[src/verilog/conv_config.svh]
`ifndef CONV_CONFIG_SVH
`define CONV_CONFIG_SVH

// frame geometry, pixels per row and rows per frame
`define CONV_IMAGE_WIDTH 16
`define CONV_IMAGE_HEIGHT 16

// square kernel side
`define CONV_KERNEL 7

// channel counts
`define CONV_CHANNELS_IN 3
`define CONV_CHANNELS_OUT 4

// signed data widths
`define CONV_PIXEL_BITS 8
`define CONV_WEIGHT_BITS 8
`define CONV_RESULT_BITS 16

`endif

[src/verilog/conv_types_pkg.sv]
`include "conv_config.svh"

package conv_types_pkg;

	// 3 x 49 products of 8x8 bits stay below 2^23
	localparam int PSUM_BITS = 24;

	////////////////////////////////////////////////////////////
	// scalar words
	////////////////////////////////////////////////////////////
	typedef logic signed [`CONV_PIXEL_BITS-1:0] pixel_t;
	typedef logic signed [`CONV_WEIGHT_BITS-1:0] weight_t;
	typedef logic signed [PSUM_BITS-1:0] psum_t;
	typedef logic signed [`CONV_RESULT_BITS-1:0] result_t;

	// input channel select, 0 to 2
	typedef logic [1:0] channel_idx_t;

	////////////////////////////////////////////////////////////
	// 7x7 blocks, indexed [row][col] from the top-left corner
	////////////////////////////////////////////////////////////
	typedef pixel_t [`CONV_KERNEL-1:0][`CONV_KERNEL-1:0] window_t;
	typedef weight_t [`CONV_KERNEL-1:0][`CONV_KERNEL-1:0] kernel_t;

endpackage

[src/verilog/conv_stream_pkg.sv]
`include "conv_config.svh"

package conv_stream_pkg;

	// one raster pixel of one input channel
	typedef struct packed {
		logic strobe;
		conv_types_pkg::pixel_t pixel;
	} pixel_stream_t;

	// one kernel weight during loading
	typedef struct packed {
		logic strobe;
		conv_types_pkg::weight_t weight;
	} weight_stream_t;

	// full 7x7 window of one input channel
	typedef struct packed {
		logic strobe;
		conv_types_pkg::channel_idx_t channel;
		conv_types_pkg::window_t window;
	} window_stream_t;

	// per input channel partial sums, one per output channel
	typedef struct packed {
		logic strobe;
		conv_types_pkg::channel_idx_t channel;
		conv_types_pkg::psum_t [`CONV_CHANNELS_OUT-1:0] sums;
	} psum_stream_t;

	// final saturated outputs of one window position
	typedef struct packed {
		logic strobe;
		conv_types_pkg::result_t [`CONV_CHANNELS_OUT-1:0] results;
	} result_stream_t;

endpackage

[src/verilog/conv_channel_adder.sv]
`timescale 1ns/1ps
`include "conv_config.svh"

module conv_channel_adder (
	input logic clk,
	input logic reset,
	input conv_stream_pkg::psum_stream_t psum_in,
	output conv_stream_pkg::result_stream_t result_out
);
	import conv_types_pkg::*;

	localparam psum_t SAT_MAX = psum_t'(2 ** (`CONV_RESULT_BITS - 1) - 1);
	localparam psum_t SAT_MIN = psum_t'(-(2 ** (`CONV_RESULT_BITS - 1)));
	localparam channel_idx_t LAST_CH = channel_idx_t'(`CONV_CHANNELS_IN - 1);

	psum_t acc [`CONV_CHANNELS_OUT];
	psum_t total [`CONV_CHANNELS_OUT];

	// clamp to the signed 16 bit range
	function automatic result_t saturate(input psum_t value);
		if (value > SAT_MAX) begin
			return result_t'(SAT_MAX);
		end else if (value < SAT_MIN) begin
			return result_t'(SAT_MIN);
		end
		return result_t'(value);
	endfunction

	always_comb begin
		for (int oc = 0; oc < `CONV_CHANNELS_OUT; oc++) begin
			total[oc] = acc[oc] + psum_in.sums[oc];
		end
	end

	////////////////////////////////////////////////////////////
	// channel 0 loads, channels 1 and 2 add, channel 2 emits
	////////////////////////////////////////////////////////////
	always_ff @(posedge clk) begin
		if (psum_in.strobe) begin
			for (int oc = 0; oc < `CONV_CHANNELS_OUT; oc++) begin
				acc[oc] <= (psum_in.channel == '0) ? psum_in.sums[oc] : total[oc];
				if (psum_in.channel == LAST_CH) begin
					result_out.results[oc] <= saturate(total[oc]);
				end
			end
		end
		if (reset) begin
			result_out.strobe <= 1'b0;
		end else begin
			result_out.strobe <= psum_in.strobe && (psum_in.channel == LAST_CH);
		end
	end

endmodule

[config.mk]
export PLATFORM = sky130hd
export DESIGN_NAME = conv_channel_adder
export DESIGN_NICKNAME = d
export VERILOG_FILES = /design/src/verilog/conv_types_pkg.sv /design/src/verilog/conv_stream_pkg.sv /design/src/verilog/conv_channel_adder.sv
export VERILOG_INCLUDE_DIRS = /design/src /design/src/verilog
export SDC_FILE = /design/constraint.sdc
export NUM_CORES = 1
export LEC_CHECK = 0
export ABC_CLOCK_PERIOD_IN_PS = 6110
export BUFFER_PORTS_ARGS = -buffer_cell sky130_fd_sc_hd__buf_4
export CORE_MARGIN = 2
export CORE_UTILIZATION = 63
export CTS_CLUSTER_DIAMETER = 30
export DETAILED_ROUTE_END_ITERATION = 16
export PLACE_DENSITY = 0.87
export SYNTH_ARGS = -nofsm -noshare
export SYNTH_HDL_FRONTEND = slang
export SYNTH_SLANG_ARGS = --single-unit
[constraint.sdc]
create_clock -name clk -period 6.11 [get_ports clk]
set_input_delay 0.9165 -clock clk [delete_from_list [all_inputs] [get_ports clk]]
set_output_delay 0.9165 -clock clk [all_outputs]
set_load 0.1 [all_outputs]
== Word-level counts from Yosys, hierarchy flattened ==
Memories as Yosys holds them, arrays and structs flattened.
Index checks and enable logic that the tools add are counted.
Widths: inputs -> output; s select.
Word-level totals
  register bits: 65
  input port bits: 101
  output and inout bits: 65
  memories: 1
  bits in writable memories: 96
  logic and storage cells: 56
Memories
  acc: words 4, width 24, read ports 4, clocked after Yosys merged registers in 0, write ports 4, RTL line conv_channel_adder.sv:16  | psum_t acc [`CONV_CHANNELS_OUT];
Cells by class
  equality and inequality tests: 1
  order comparisons: 8
  multiplexer cells: 34
  reduce and logical (&&, ||, !) cells: 3
  add/subtract/negate cells: 4
Operators by type and width (number)
  $mux 16: 12
  $add 24x24->24: 4
  $gt 24x16->1 const B: 4
  $lt 24x16->1 const B: 4
  $mux 24: 4
  $mux 1: 18
  $eq 2x2->1 const B: 1
  $logic_not 2->1: 1
  $reduce_and 2->1: 1
  $logic_and 1x1->1: 1

== Longest topological paths before layout ==
  depth in word-level cells: 7
  mapped depth: 12
  mapped depth without buffers: 11

== Worst setup path after synthesis ==
No wires, ideal clock.
  path kind: input to register
  start point: input port psum_in[87] (netlist bit)
  end point: register result_out[53] (netlist bit) (data pin)
  path buffers: 1
  library setup time: 0.265 ns
  arrival time: 3.749 ns
  slack: 2.096 ns
  cell stages on the path: 11
  path through: ha_1 -> and3_4 -> and2_4 -> or3b_1 -> a221o_1 -> or2_4 -> a221oi_4 -> nand4b_2 -> o41ai_4 -> buf_6 -> o21ai_1
Between the ends
  longest elaborated chain between the ends: 7
  elaborated cells between the ends (all ways): 9
  those cells by class: add/sub: 1; order compare: 2; mux: 6
Ends and longest elaborated chain
  start: declaration: RTL line conv_channel_adder.sv:7  | input conv_stream_pkg::psum_stream_t psum_in,
  $add 24x24->24 (*): RTL line conv_channel_adder.sv:31  | total[oc] = acc[oc] + psum_in.sums[oc];
  $lt 24x16->1: RTL line conv_channel_adder.sv:23  | end else if (value < SAT_MIN) begin
  $mux 1: RTL line conv_channel_adder.sv:23
  $mux 1: RTL line conv_channel_adder.sv:21  | if (value > SAT_MAX) begin
  $mux 1: RTL line conv_channel_adder.sv:42  | if (psum_in.channel == LAST_CH) begin
  $mux 1: RTL line conv_channel_adder.sv:39  | if (psum_in.strobe) begin
  $mux 16 (*): RTL line conv_channel_adder.sv:26  | return result_t'(value);
  end: declaration: RTL line conv_channel_adder.sv:8  | output conv_stream_pkg::result_stream_t result_out
Every way passes the cells marked *; elsewhere a longest branch is shown, timed or not. The select of a mux whose other input is x is not followed.
A chain may end at the register's enable or synchronous reset.

== Final worst setup path ==
  start point: input port psum_in[72] (netlist bit)
  end point: register result_out[53] (netlist bit) (data pin)
Same word-level chain as after synthesis.

==> metrics.csv <==
metric,value,unit
cp.arrival,4.60,ns
clk_latency,0.43,ns
cts_tree,done,
path_cells,buf_4 -> ha_1 -> fa_1 -> a211oi_1 -> o21ai_0 -> o2111ai_1 -> a21oi_1 -> nor4_1 -> a211oi_1 -> nand4b_2 -> o41ai_4 -> o21ai_1,
fmax,224,MHz
fin_crit,4.47,ns
cts_max_path_buffers,2,
finalMaxSlewViolations,0,
final_layout_size_suffix_gt1_share,18.0,%
synth_cell_types,81,
drtAntennaViolNets,0,
crit_slowest_cell,o41ai_4,
grt_max_degree,124,
ys_warn_count,0,
synth_area,0.0113,sq mm
status,completed,
p_leak,5.37,nW
cpPeakStageDelay,0.97,ns
yosys_register_bits,161,
worst_pin_slew,1.13,ns
netlist_instances,1173,
worstPathMaxFanout,15,
post-route-period-util,73.2,%
drt_iter0_markers,850,
max_slew_margin,24.4,%
finalSetupViolCount,0,
rows,48,
hpwl,20.1,mm
hold_class,primary input to register,
ys.flop_type,edfxtp_1,
cp.required,6.24,ns
finalSetupTns,0,ns
critPathLaunchType,primary input,
die_y,138,um
finalInstanceArea,0.0132,sq mm
ctsHoldBuffers,0,
die_x,138,um
async_flop_share,0,%
diodes,0,
coreArea,0.0174,sq mm
avgSynthCellArea,9.63,sq um
place_ws,1.38,ns
holdWs,0.630,ns
post_cts_buffers,0,
nNetsFinal,1515,
mostFrequentLayoutCell,nand2_1,
final_cell_mix,"nand2_1, buf_4, edfxtp_1",
syn_nets,1370,
drt_first_pass_iters,5,
fin_util,76.0,%
cap_violations,0,
numCtsBuffers,17,
fp.dieArea,0.0190,sq mm
initial_core_util,64.9,%
gp_congestion,0.942,
p_per_area,454,mW/mm^2
critPathKind,primary input to register,
gr-total-overflow,0,
grt_pass1_wl,44.8,mm
h-tree-depth,4,
clkSlewWorstSetupHoldPaths,0.07,ns
crit_top_cell,a211oi_1,
synth_edf_count,160,
end_kind,register,
p_total,6.01,mW
ios,166,
fin_cells,1556,
dp.cells,1524,
fin_ws,1.64,ns
fillers,1251,
grt_pass1_vias,9187,
root_buffer,clkbuf_16,
vdd_drop_max,245,uV
area_delta_synth_final,17.2,%
cp_top_family,compound AO/OA/AOI/OAI gates,
multi_input_area,0.00618,sq mm
seqCellArea,0.00482,sq mm
finalHoldViolCount,0,
via_per_inst,6.32,
cts_resized,0,
ys_seq_area_share,42.7,%
wl_per_cell,18.3,um
drt_wl_total,28.5,mm
worst-path-buf-inv,1,
grt.total_usage,29.9,%
postPlaceCellArea,0.0127,sq mm
finClkSkew,0.00712,ns
grt_setup_unrepaired,false,
clock-sinks,161,
vias,9839,
port_buffers,165,
drc,0,
antenna_found_initial,0,
-- cell type report --
cell class	instances	area share [%]
Multi-Input combinational cell	941	46.6
Sequential cell	161	36.4
Timing Repair Buffer	172	9.75
Clock buffer	20	3.30
Tap cell	225	2.13
Clock inverter	12	1.07
Inverter	25	0.708
-- power by group --
part           internal, mW  switching [mW]  total, mW
clock network         0.637           0.451       1.09
logic                  1.10            2.10       3.20
registers              1.65          0.0801       1.73
-- metal layers --
layer | global-route usage, % | wire length, um
met4 | 11.9 | 719
met3 | 5.70 | 1840
met2 | 49.5 | 13800
met5 | 0 | 0
met1 | 38.9 | 12100
-- registers in the layout (all words and copies together) (netlist names) --
register / cells
acc: 96
result_out: 65
-- final timing paths --
check                            from                        end  slack, ns  cells past startpoint
hold reg to reg   acc[1][0]$_DFFE_PP_   result_out[16]$_DFFE_PP_       0.72                      3
setup reg to reg  acc[3][0]$_DFFE_PP_   result_out[53]$_DFFE_PP_       1.86                     11
setup / recovery          psum_in[72]   result_out[53]$_DFFE_PP_       1.64                     12
hold / removal                  reset  result_out[64]$_SDFF_PP0_       0.63                      2
-- synth_stat cells, types with 3 or more instances --
cell type	count	share of area (%)
a211o_1	4	0.31
nand4_1	17	0.94
a211oi_1	19	1.3
nor2b_1	8	0.44
a21oi_1	147	6.5
o21ai_1	7	0.31
nor2_1	50	1.7
nand3_1	13	0.58
o31ai_1	3	0.20
a21oi_2	3	0.23
edfxtp_1	160	43
a31oi_1	10	0.55
xnor2_1	36	2.8
a21o_1	31	2.1
buf_6	4	0.40
and3_1	9	0.50
o22ai_1	6	0.33
fa_1	4	0.71
o21ai_2	8	0.62
o21a_1	13	0.86
a31o_2	4	0.31
clkbuf_1	37	1.2
nand2b_1	7	0.39
xor2_1	43	3.3
inv_1	25	0.83
a221oi_1	3	0.23
o21ai_0	116	5.1
nand3b_1	3	0.20
nor4_1	6	0.33
a21boi_0	3	0.20
or2_2	7	0.39
ha_1	92	10
nand2_1	175	5.8
or3_1	5	0.28
o21bai_1	6	0.40
nor3_1	18	0.80
o211ai_1	16	1.1
-- worst register-to-register path, cell delays in order (launching register included) --
cell and delay (ns):
edfxtp_1 0.37, ha_1 0.22, fa_1 0.43, a211oi_1 0.21, o21ai_0 0.23, o2111ai_1 0.36
a21oi_1 0.26, nor4_1 0.33, a211oi_1 0.12, nand4b_2 0.27, o41ai_4 0.97, o21ai_1 0.18
-- cells by family (layout without fill, tap and decap cells) --
group           count (synthesis)  after routing  synth area share (%)
fa+ha+maj                      96             96                  10.9
xor+xnor                       79             79                  6.12
flops                         161            161                  42.7
simple gates                  338            338                  13.9
compound gates                427            427                  23.5
mux                             1              1                0.0886
buf+inv                        71            229                  2.71
Power figures use the tool's default switching activity.
