<file path="src/verilog/conv_config.svh">
`ifndef CONV_CONFIG_SVH
`define CONV_CONFIG_SVH

// frame geometry, pixels per row and rows per frame
`define CONV_IMAGE_WIDTH 16
`define CONV_IMAGE_HEIGHT 16

// square kernel side
`define CONV_KERNEL 7

// channel counts
`define CONV_CHANNELS_IN 3
`define CONV_CHANNELS_OUT 4

// signed data widths
`define CONV_PIXEL_BITS 8
`define CONV_WEIGHT_BITS 8
`define CONV_RESULT_BITS 16

`endif

</file>
<file path="src/verilog/conv_types_pkg.sv">
`include "conv_config.svh"

package conv_types_pkg;

	// 3 x 49 products of 8x8 bits stay below 2^23
	localparam int PSUM_BITS = 24;

	////////////////////////////////////////////////////////////
	// scalar words
	////////////////////////////////////////////////////////////
	typedef logic signed [`CONV_PIXEL_BITS-1:0] pixel_t;
	typedef logic signed [`CONV_WEIGHT_BITS-1:0] weight_t;
	typedef logic signed [PSUM_BITS-1:0] psum_t;
	typedef logic signed [`CONV_RESULT_BITS-1:0] result_t;

	// input channel select, 0 to 2
	typedef logic [1:0] channel_idx_t;

	////////////////////////////////////////////////////////////
	// 7x7 blocks, indexed [row][col] from the top-left corner
	////////////////////////////////////////////////////////////
	typedef pixel_t [`CONV_KERNEL-1:0][`CONV_KERNEL-1:0] window_t;
	typedef weight_t [`CONV_KERNEL-1:0][`CONV_KERNEL-1:0] kernel_t;

endpackage

</file>
<file path="src/verilog/conv_stream_pkg.sv">
`include "conv_config.svh"

package conv_stream_pkg;

	// one raster pixel of one input channel
	typedef struct packed {
		logic strobe;
		conv_types_pkg::pixel_t pixel;
	} pixel_stream_t;

	// one kernel weight during loading
	typedef struct packed {
		logic strobe;
		conv_types_pkg::weight_t weight;
	} weight_stream_t;

	// full 7x7 window of one input channel
	typedef struct packed {
		logic strobe;
		conv_types_pkg::channel_idx_t channel;
		conv_types_pkg::window_t window;
	} window_stream_t;

	// per input channel partial sums, one per output channel
	typedef struct packed {
		logic strobe;
		conv_types_pkg::channel_idx_t channel;
		conv_types_pkg::psum_t [`CONV_CHANNELS_OUT-1:0] sums;
	} psum_stream_t;

	// final saturated outputs of one window position
	typedef struct packed {
		logic strobe;
		conv_types_pkg::result_t [`CONV_CHANNELS_OUT-1:0] results;
	} result_stream_t;

endpackage

</file>
<file path="src/verilog/conv_window_buffer.sv">
`timescale 1ns/1ps
`include "conv_config.svh"

module conv_window_buffer (
	input logic clk,
	input logic reset,
	input conv_stream_pkg::pixel_stream_t pixel_in,
	output conv_stream_pkg::window_stream_t window_out
);
	import conv_types_pkg::*;

	localparam int K = `CONV_KERNEL;
	localparam int W = `CONV_IMAGE_WIDTH;
	localparam int COL_BITS = $clog2(`CONV_IMAGE_WIDTH);
	localparam int ROW_BITS = $clog2(`CONV_IMAGE_HEIGHT);
	// with the incoming pixel the span is 6 rows plus 7 pixels
	localparam int DEPTH = (K - 1) * W + K - 1;

	channel_idx_t ch_cnt;
	logic [COL_BITS-1:0] col_cnt;
	logic [ROW_BITS-1:0] row_cnt;
	logic pos_valid;

	// one history per input channel, index 0 is the newest
	pixel_t chain [`CONV_CHANNELS_IN][DEPTH];
	window_t taps;

	////////////////////////////////////////////////////////////
	// raster counters, channel fastest
	////////////////////////////////////////////////////////////
	always_ff @(posedge clk) begin
		if (reset) begin
			ch_cnt <= '0;
			col_cnt <= '0;
			row_cnt <= '0;
		end else if (pixel_in.strobe) begin
			if (ch_cnt == channel_idx_t'(`CONV_CHANNELS_IN - 1)) begin
				ch_cnt <= '0;
				if (col_cnt == COL_BITS'(`CONV_IMAGE_WIDTH - 1)) begin
					col_cnt <= '0;
					if (row_cnt == ROW_BITS'(`CONV_IMAGE_HEIGHT - 1)) begin
						row_cnt <= '0;
					end else begin
						row_cnt <= row_cnt + 1'b1;
					end
				end else begin
					col_cnt <= col_cnt + 1'b1;
				end
			end else begin
				ch_cnt <= ch_cnt + 1'b1;
			end
		end
	end

	// no padding, window complete from row 6 col 6 on
	assign pos_valid = (row_cnt >= ROW_BITS'(K - 1)) && (col_cnt >= COL_BITS'(K - 1));

	////////////////////////////////////////////////////////////
	// line buffer shift, only the strobed channel moves
	////////////////////////////////////////////////////////////
	always_ff @(posedge clk) begin
		if (pixel_in.strobe) begin
			for (int ch = 0; ch < `CONV_CHANNELS_IN; ch++) begin
				if (ch_cnt == channel_idx_t'(ch)) begin
					chain[ch][0] <= pixel_in.pixel;
					for (int i = 1; i < DEPTH; i++) begin
						chain[ch][i] <= chain[ch][i-1];
					end
				end
			end
		end
	end

	// tap at (r, c) lies (6-r) rows and (6-c) pixels back
	always_comb begin
		int offset;
		for (int r = 0; r < K; r++) begin
			for (int c = 0; c < K; c++) begin
				offset = (K - 1 - r) * W + (K - 1 - c);
				if (offset == 0) begin
					taps[r][c] = pixel_in.pixel;
				end else begin
					taps[r][c] = chain[ch_cnt][offset-1];
				end
			end
		end
	end

	always_ff @(posedge clk) begin
		if (pixel_in.strobe) begin
			window_out.channel <= ch_cnt;
			window_out.window <= taps;
		end
		if (reset) begin
			window_out.strobe <= 1'b0;
		end else begin
			window_out.strobe <= pixel_in.strobe && pos_valid;
		end
	end

endmodule

</file>
<file path="config.mk">
export PLATFORM = sky130hd
export DESIGN_NAME = conv_window_buffer
export DESIGN_NICKNAME = d
export VERILOG_FILES = /design/src/verilog/conv_types_pkg.sv /design/src/verilog/conv_stream_pkg.sv /design/src/verilog/conv_window_buffer.sv
export VERILOG_INCLUDE_DIRS = /design/src /design/src/verilog
export SDC_FILE = /design/constraint.sdc
export NUM_CORES = 2
export LEC_CHECK = 0
export BUFFER_PORTS_ARGS = -buffer_cell sky130_fd_sc_hd__buf_2
export CAP_MARGIN = 10
export CORE_ASPECT_RATIO = 1.25
export CORE_MARGIN = 4
export CORE_UTILIZATION = 39
export DETAILED_ROUTE_END_ITERATION = 8
export PLACE_DENSITY_LB_ADDON = 0.05
export SLEW_MARGIN = 40
export SYNTH_ARGS = -nofsm -noshare
export SYNTH_HDL_FRONTEND = slang
export SYNTH_SLANG_ARGS = --single-unit
</file>
<file path="constraint.sdc">
create_clock -name clk -period 84.6 [get_ports clk]
set_input_delay 8.46 -clock clk [delete_from_list [all_inputs] [get_ports clk]]
set_output_delay 8.46 -clock clk [all_outputs]
set_load 0.03 [all_outputs]
</file>
### After elaboration in Yosys (flattened, before gate mapping)

Memories as Yosys holds them, arrays and structs flattened. A register that Yosys moved wholly into a read port is not among the register bits.
Cells that the tools add are included.

* add/sub/neg operators: 3
* multipliers: 0
* div/mod/pow operators: 0
* order comparisons: 2
* equality and inequality tests: 4
* shifts and indexed selects: 0
* muxes and demuxes: 18
* bitwise logic cells: 0
* reductions and logical operators: 7

Operator list (count)
* $mux W816: 2
* $reduce_or A816 Y1: 2
* $mux W1: 11
* $add A4 B1 Y4 const B: 2
* $eq A4 B4 Y1 const B: 2
* $ge A4 B3 Y1 const B: 2
* $mux W4: 2
* $mux W2: 3
* $reduce_and A3 Y1: 1
* $add A2 B1 Y2 const B: 1
* $eq A2 B1 Y1 const B: 1
* $eq A2 B2 Y1 const B: 1
* $logic_and A1 B1 Y1: 2
* $logic_not A2 Y1: 1
* $reduce_and A2 Y1: 1

* flip-flop bits (word level): 21
* bits in latches: 0
* bits in writable memories: 2448
* memory bits (read-only): 0
* bits of input ports: 11
* output and inout bits: 395
* word-level logic and storage cells: 41
* memories kept: 1

Memory list
* chain: words 3, width 816, rd ports 4, clocked after memory_dff 1, wr ports 1, RTL line conv_window_buffer.sv:25 `` pixel_t chain [`CONV_CHANNELS_IN][DEPTH]; ``

### Longest topological paths before layout

* depth after elaboration: 7
* gate-level depth with buffers: 6
* depth with buffers taken out: 5

### Worst setup path after synthesis

Ideal clock, no wire load.

* path type: in2reg
* start point: in pixel_in[8] in the netlist's numbering
* end point: mem chain[0][0] in the netlist's numbering (enable)
* arrival time: 66.282 ns
* required time: 81.437 ns
* setup slack: 15.156 ns
* cell stages on the path: 1
* buffers on the path: 0
* cell sequence: nor3b_1

* word-level cells in the longest chain between the ends: 5
* elaborated cells between the ends (all ways): 12
* classes of those cells: mux (10); reduce/logical (2)

Ends and longest elaborated chain
* start: declaration: RTL line conv_window_buffer.sv:7 `input conv_stream_pkg::pixel_stream_t pixel_in,`
* $mux W1: RTL line conv_window_buffer.sv:62 `if (pixel_in.strobe) begin`
* $mux W1 (implied by the code): RTL line conv_window_buffer.sv:65, conv_window_buffer.sv:67
* $reduce_or A816 Y1 (no line)
* $mux W2 (no line) or $mux W1 (tied branches) (2 in series)
* end: declaration: RTL line conv_window_buffer.sv:25

Several ways; a longest one is shown, not always the timed one.

### Final worst setup path

* start point: in pixel_in[8] in the netlist's numbering
* end point: mem chain[0][11] in the netlist's numbering (enable)

The elaborated chain is that of the path after synthesis.

==> reports/qor.csv <==
metric,value,unit
# DRC,0,
unique cell type count in the Yosys netlist,32,
"Avg Cell Area, Syn",22.4,um2
fmax,81.7,MHz
Mapped Area,0.0939,mm2
Net Switching,644,uW
Die Wd,447,um
Final Hold Slack,397,ps
Longest Clk Path Bufs,4,
Worst Hold Path EP,chain[2][503],
Slew Limit Fails,0,
most frequent cells in the layout,"edfxtp_1 (2842), buf_2 (404), nand2_1 (386)",
yosys warns,0,
final non-filler cell area,0.109,mm2
vias per cell,4.70,
final cycle utilization of the critical path,0.145,
clock slew at reported path FFs,60,ps
M3 GR Usage,0.0274,
Pint,2360,uW
Die Height,557,um
Peak supply drop,0.0165,mV
initial antenna violation count,17,
"Req. time, crit path",85040,ps
Skew-Pair Late Insertion Delay,830,ps
Reg-to-Reg Start,ch_cnt[1],
final WL,180,mm
detailed placer's ending HPWL,104,mm
Port-buffer cells,405,
grt total ovfl,0,
CTS buffer count,292,
dpl cell area,0.0999,mm2
clk_skew,34.0,ps
Hold/Removal Path Class,flip-flop to flip-flop,
post-route minimum period,12240,ps
switching share of power,0.215,
first-pass GRT wire length,264,mm
clock root buffer,clkbuf_16,
"Setup violations, final",0,
met2 Use GR,0.214,
Layout area overhead,15.9,%
syn_nets,4201,
Post-CTS Setup Bufs,0,
vias in the first global route,39000,
Worst Setup End Kind,flip-flop,
via count of the routed design,38400,
H-Tree Depth,5,
Final Hold Vio Count,0,
Max-slew headroom,0.461,
CTS tree,done,
status,finished clean,
"commonest non-fill, non-tap cell in the layout",edfxtp_1,
sequential share of power,0.550,
pwr dens,27.6,mW/mm2
largest net degree at the start of global routing,164,
Antenna Nets Post-Route,0,
Clock Sinks,2853,
Post-CTS Resized,0,
sequential element share of the synthesized area,0.911,
CP Max Fanout,74,
measured slew at the worst slew-check pin,809,ps
placeable core area,0.240,mm2
max cap viols,0,
RSZ-0062 raised after global routing,no,
Comb pwr share,0.045,
startpoint types,input pin,
Layout Nets,4829,
R2R Path End,chain[0][11],
Initial Util,0.392,
Clk network pwr share,0.405,
LEAKAGE,0.0323,uW
Top Usage Layer GRT,met2,
Hold Buf Count CTS,0,
worst reg-to-reg setup slack,79760,ps
total routing usage reported by global routing,0.143,
Worst EP arrival,12680,ps
GPL Wtd Cong,0.719,
DRT iter0 DRCs,3116,
Core Rows,201,
I/O Pins,406,
layout cells sized above 1,0.166,
DR WL/cell,22.0,um
Yosys reg bits,2853,
met1 Use GR,0.213,
worst setup path category,input pin to flip-flop,
TNS Setup,0,ps
Pre-Repair DR Iteration Count,5,
WHS Path Cells,0,
min-delay src,chain[2][511],
Mapped Cells,4186,
R2R depth,6,
Die ar.,0.249,mm2
-- critical path: stages --
cell and delay (ps):
buf_8 280, nor3b_4 620, buf_6 520, buf_6 610, buf_6 530, buf_6 630
buf_6 630
-- cells in the mapped netlist, drive strengths merged --
cell | instances | area [um2]
a211oi | 3 | 22.5
a21oi | 5 | 25.0
a311oi | 2 | 17.5
a31o | 1 | 8.76
a31oi | 1 | 6.26
a41oi | 1 | 8.76
and3 | 1 | 6.26
buf | 122 | 797
clkbuf | 8 | 30.0
dfxtp | 11 | 220
edfxtp | 2842 | 85300
ha | 4 | 50.1
inv | 6 | 25.0
mux2 | 1 | 11.3
mux2i | 384 | 3840
nand2 | 386 | 1450
nand2b | 1 | 6.26
nand3 | 3 | 15.0
nand3b | 1 | 20.0
nor2 | 7 | 26.3
nor3 | 3 | 15.0
nor3b | 1 | 7.51
o21a | 2 | 15.0
o21ai | 386 | 1930
o22ai | 1 | 6.26
o2bb2ai | 1 | 8.76
or3 | 1 | 6.26
xnor2 | 1 | 8.76
-- worst max path at each step --
stage                 from      endpoint  slack, ps
2_1_floorplan  pixel_in[8]   chain[0][0]      15160
3_3_place_gp   pixel_in[8]  chain[0][11]      70040
3_5_place_dp   pixel_in[8]  chain[0][11]      70850
4_1_cts        pixel_in[8]   chain[0][3]      71790
5_1_grt        pixel_in[8]  chain[0][12]      71990
6_report       pixel_in[8]  chain[0][11]      72360
-- cell families (layout without fill, tap and decap cells) --
group,after synthesis,in the layout,share of synthesized area
AOI/OAI and AO/OA,403,403,0.0218
muxes,385,385,0.0410
and+or+nand+nor,404,404,0.0165
xor gates and xnor gates,1,1,0.0000933
other,0,8,0
adders and majority gates,4,4,0.000533
buffers and inverters,136,977,0.00907
DFF,2853,2853,0.911
-- registers in the layout (all words and copies together), names as in the netlist --
signal / cells
ch_cnt: 2
chain: 2448
col_cnt: 4
row_cnt: 4
window_out: 395
-- layout make-up --
type,instances,area [um2]
Sequential cell,2853,85600
Timing Repair Buffer,464,2880
Multi-Input combinational cell,1197,7530
Inverter,6,38.8
Antenna cell,8,20.0
Fill cell,20300,131000
Clock inverter,130,1050
Tap cell,3146,3940
Clock buffer,377,7840
-- power by group through the flow --
stage	clock, uW	sequential [uW]	combinational, uW
finish	1220	1650	135
CTS	1260	1650	140
global route	1320	1650	147
floorplan	0	1780	52.7
global placement	0	1680	137
detailed placement	0	1680	139
-- layer usage --
layer / vias up / share of wire
met1: 19600 / 0.48
met4: 2 / 0.022
li1: 17700 / -
met3: 235 / 0.048
met5: - / 0.000095
met2: 853 / 0.45
-- stage by stage --
step                      utilization  total power [uW]  cells  worst slack, ps
after floorplan                     -              1840   4186            15160
after CTS                       0.454              3050   8171            71790
final                           0.454              3000   8181            72360
after global routing            0.454              3120   8174            71990
after detailed placement        0.417              1820   7664            70850
after global placement          0.415              1820   7655            70040
Power figures use the tool's default switching activity.
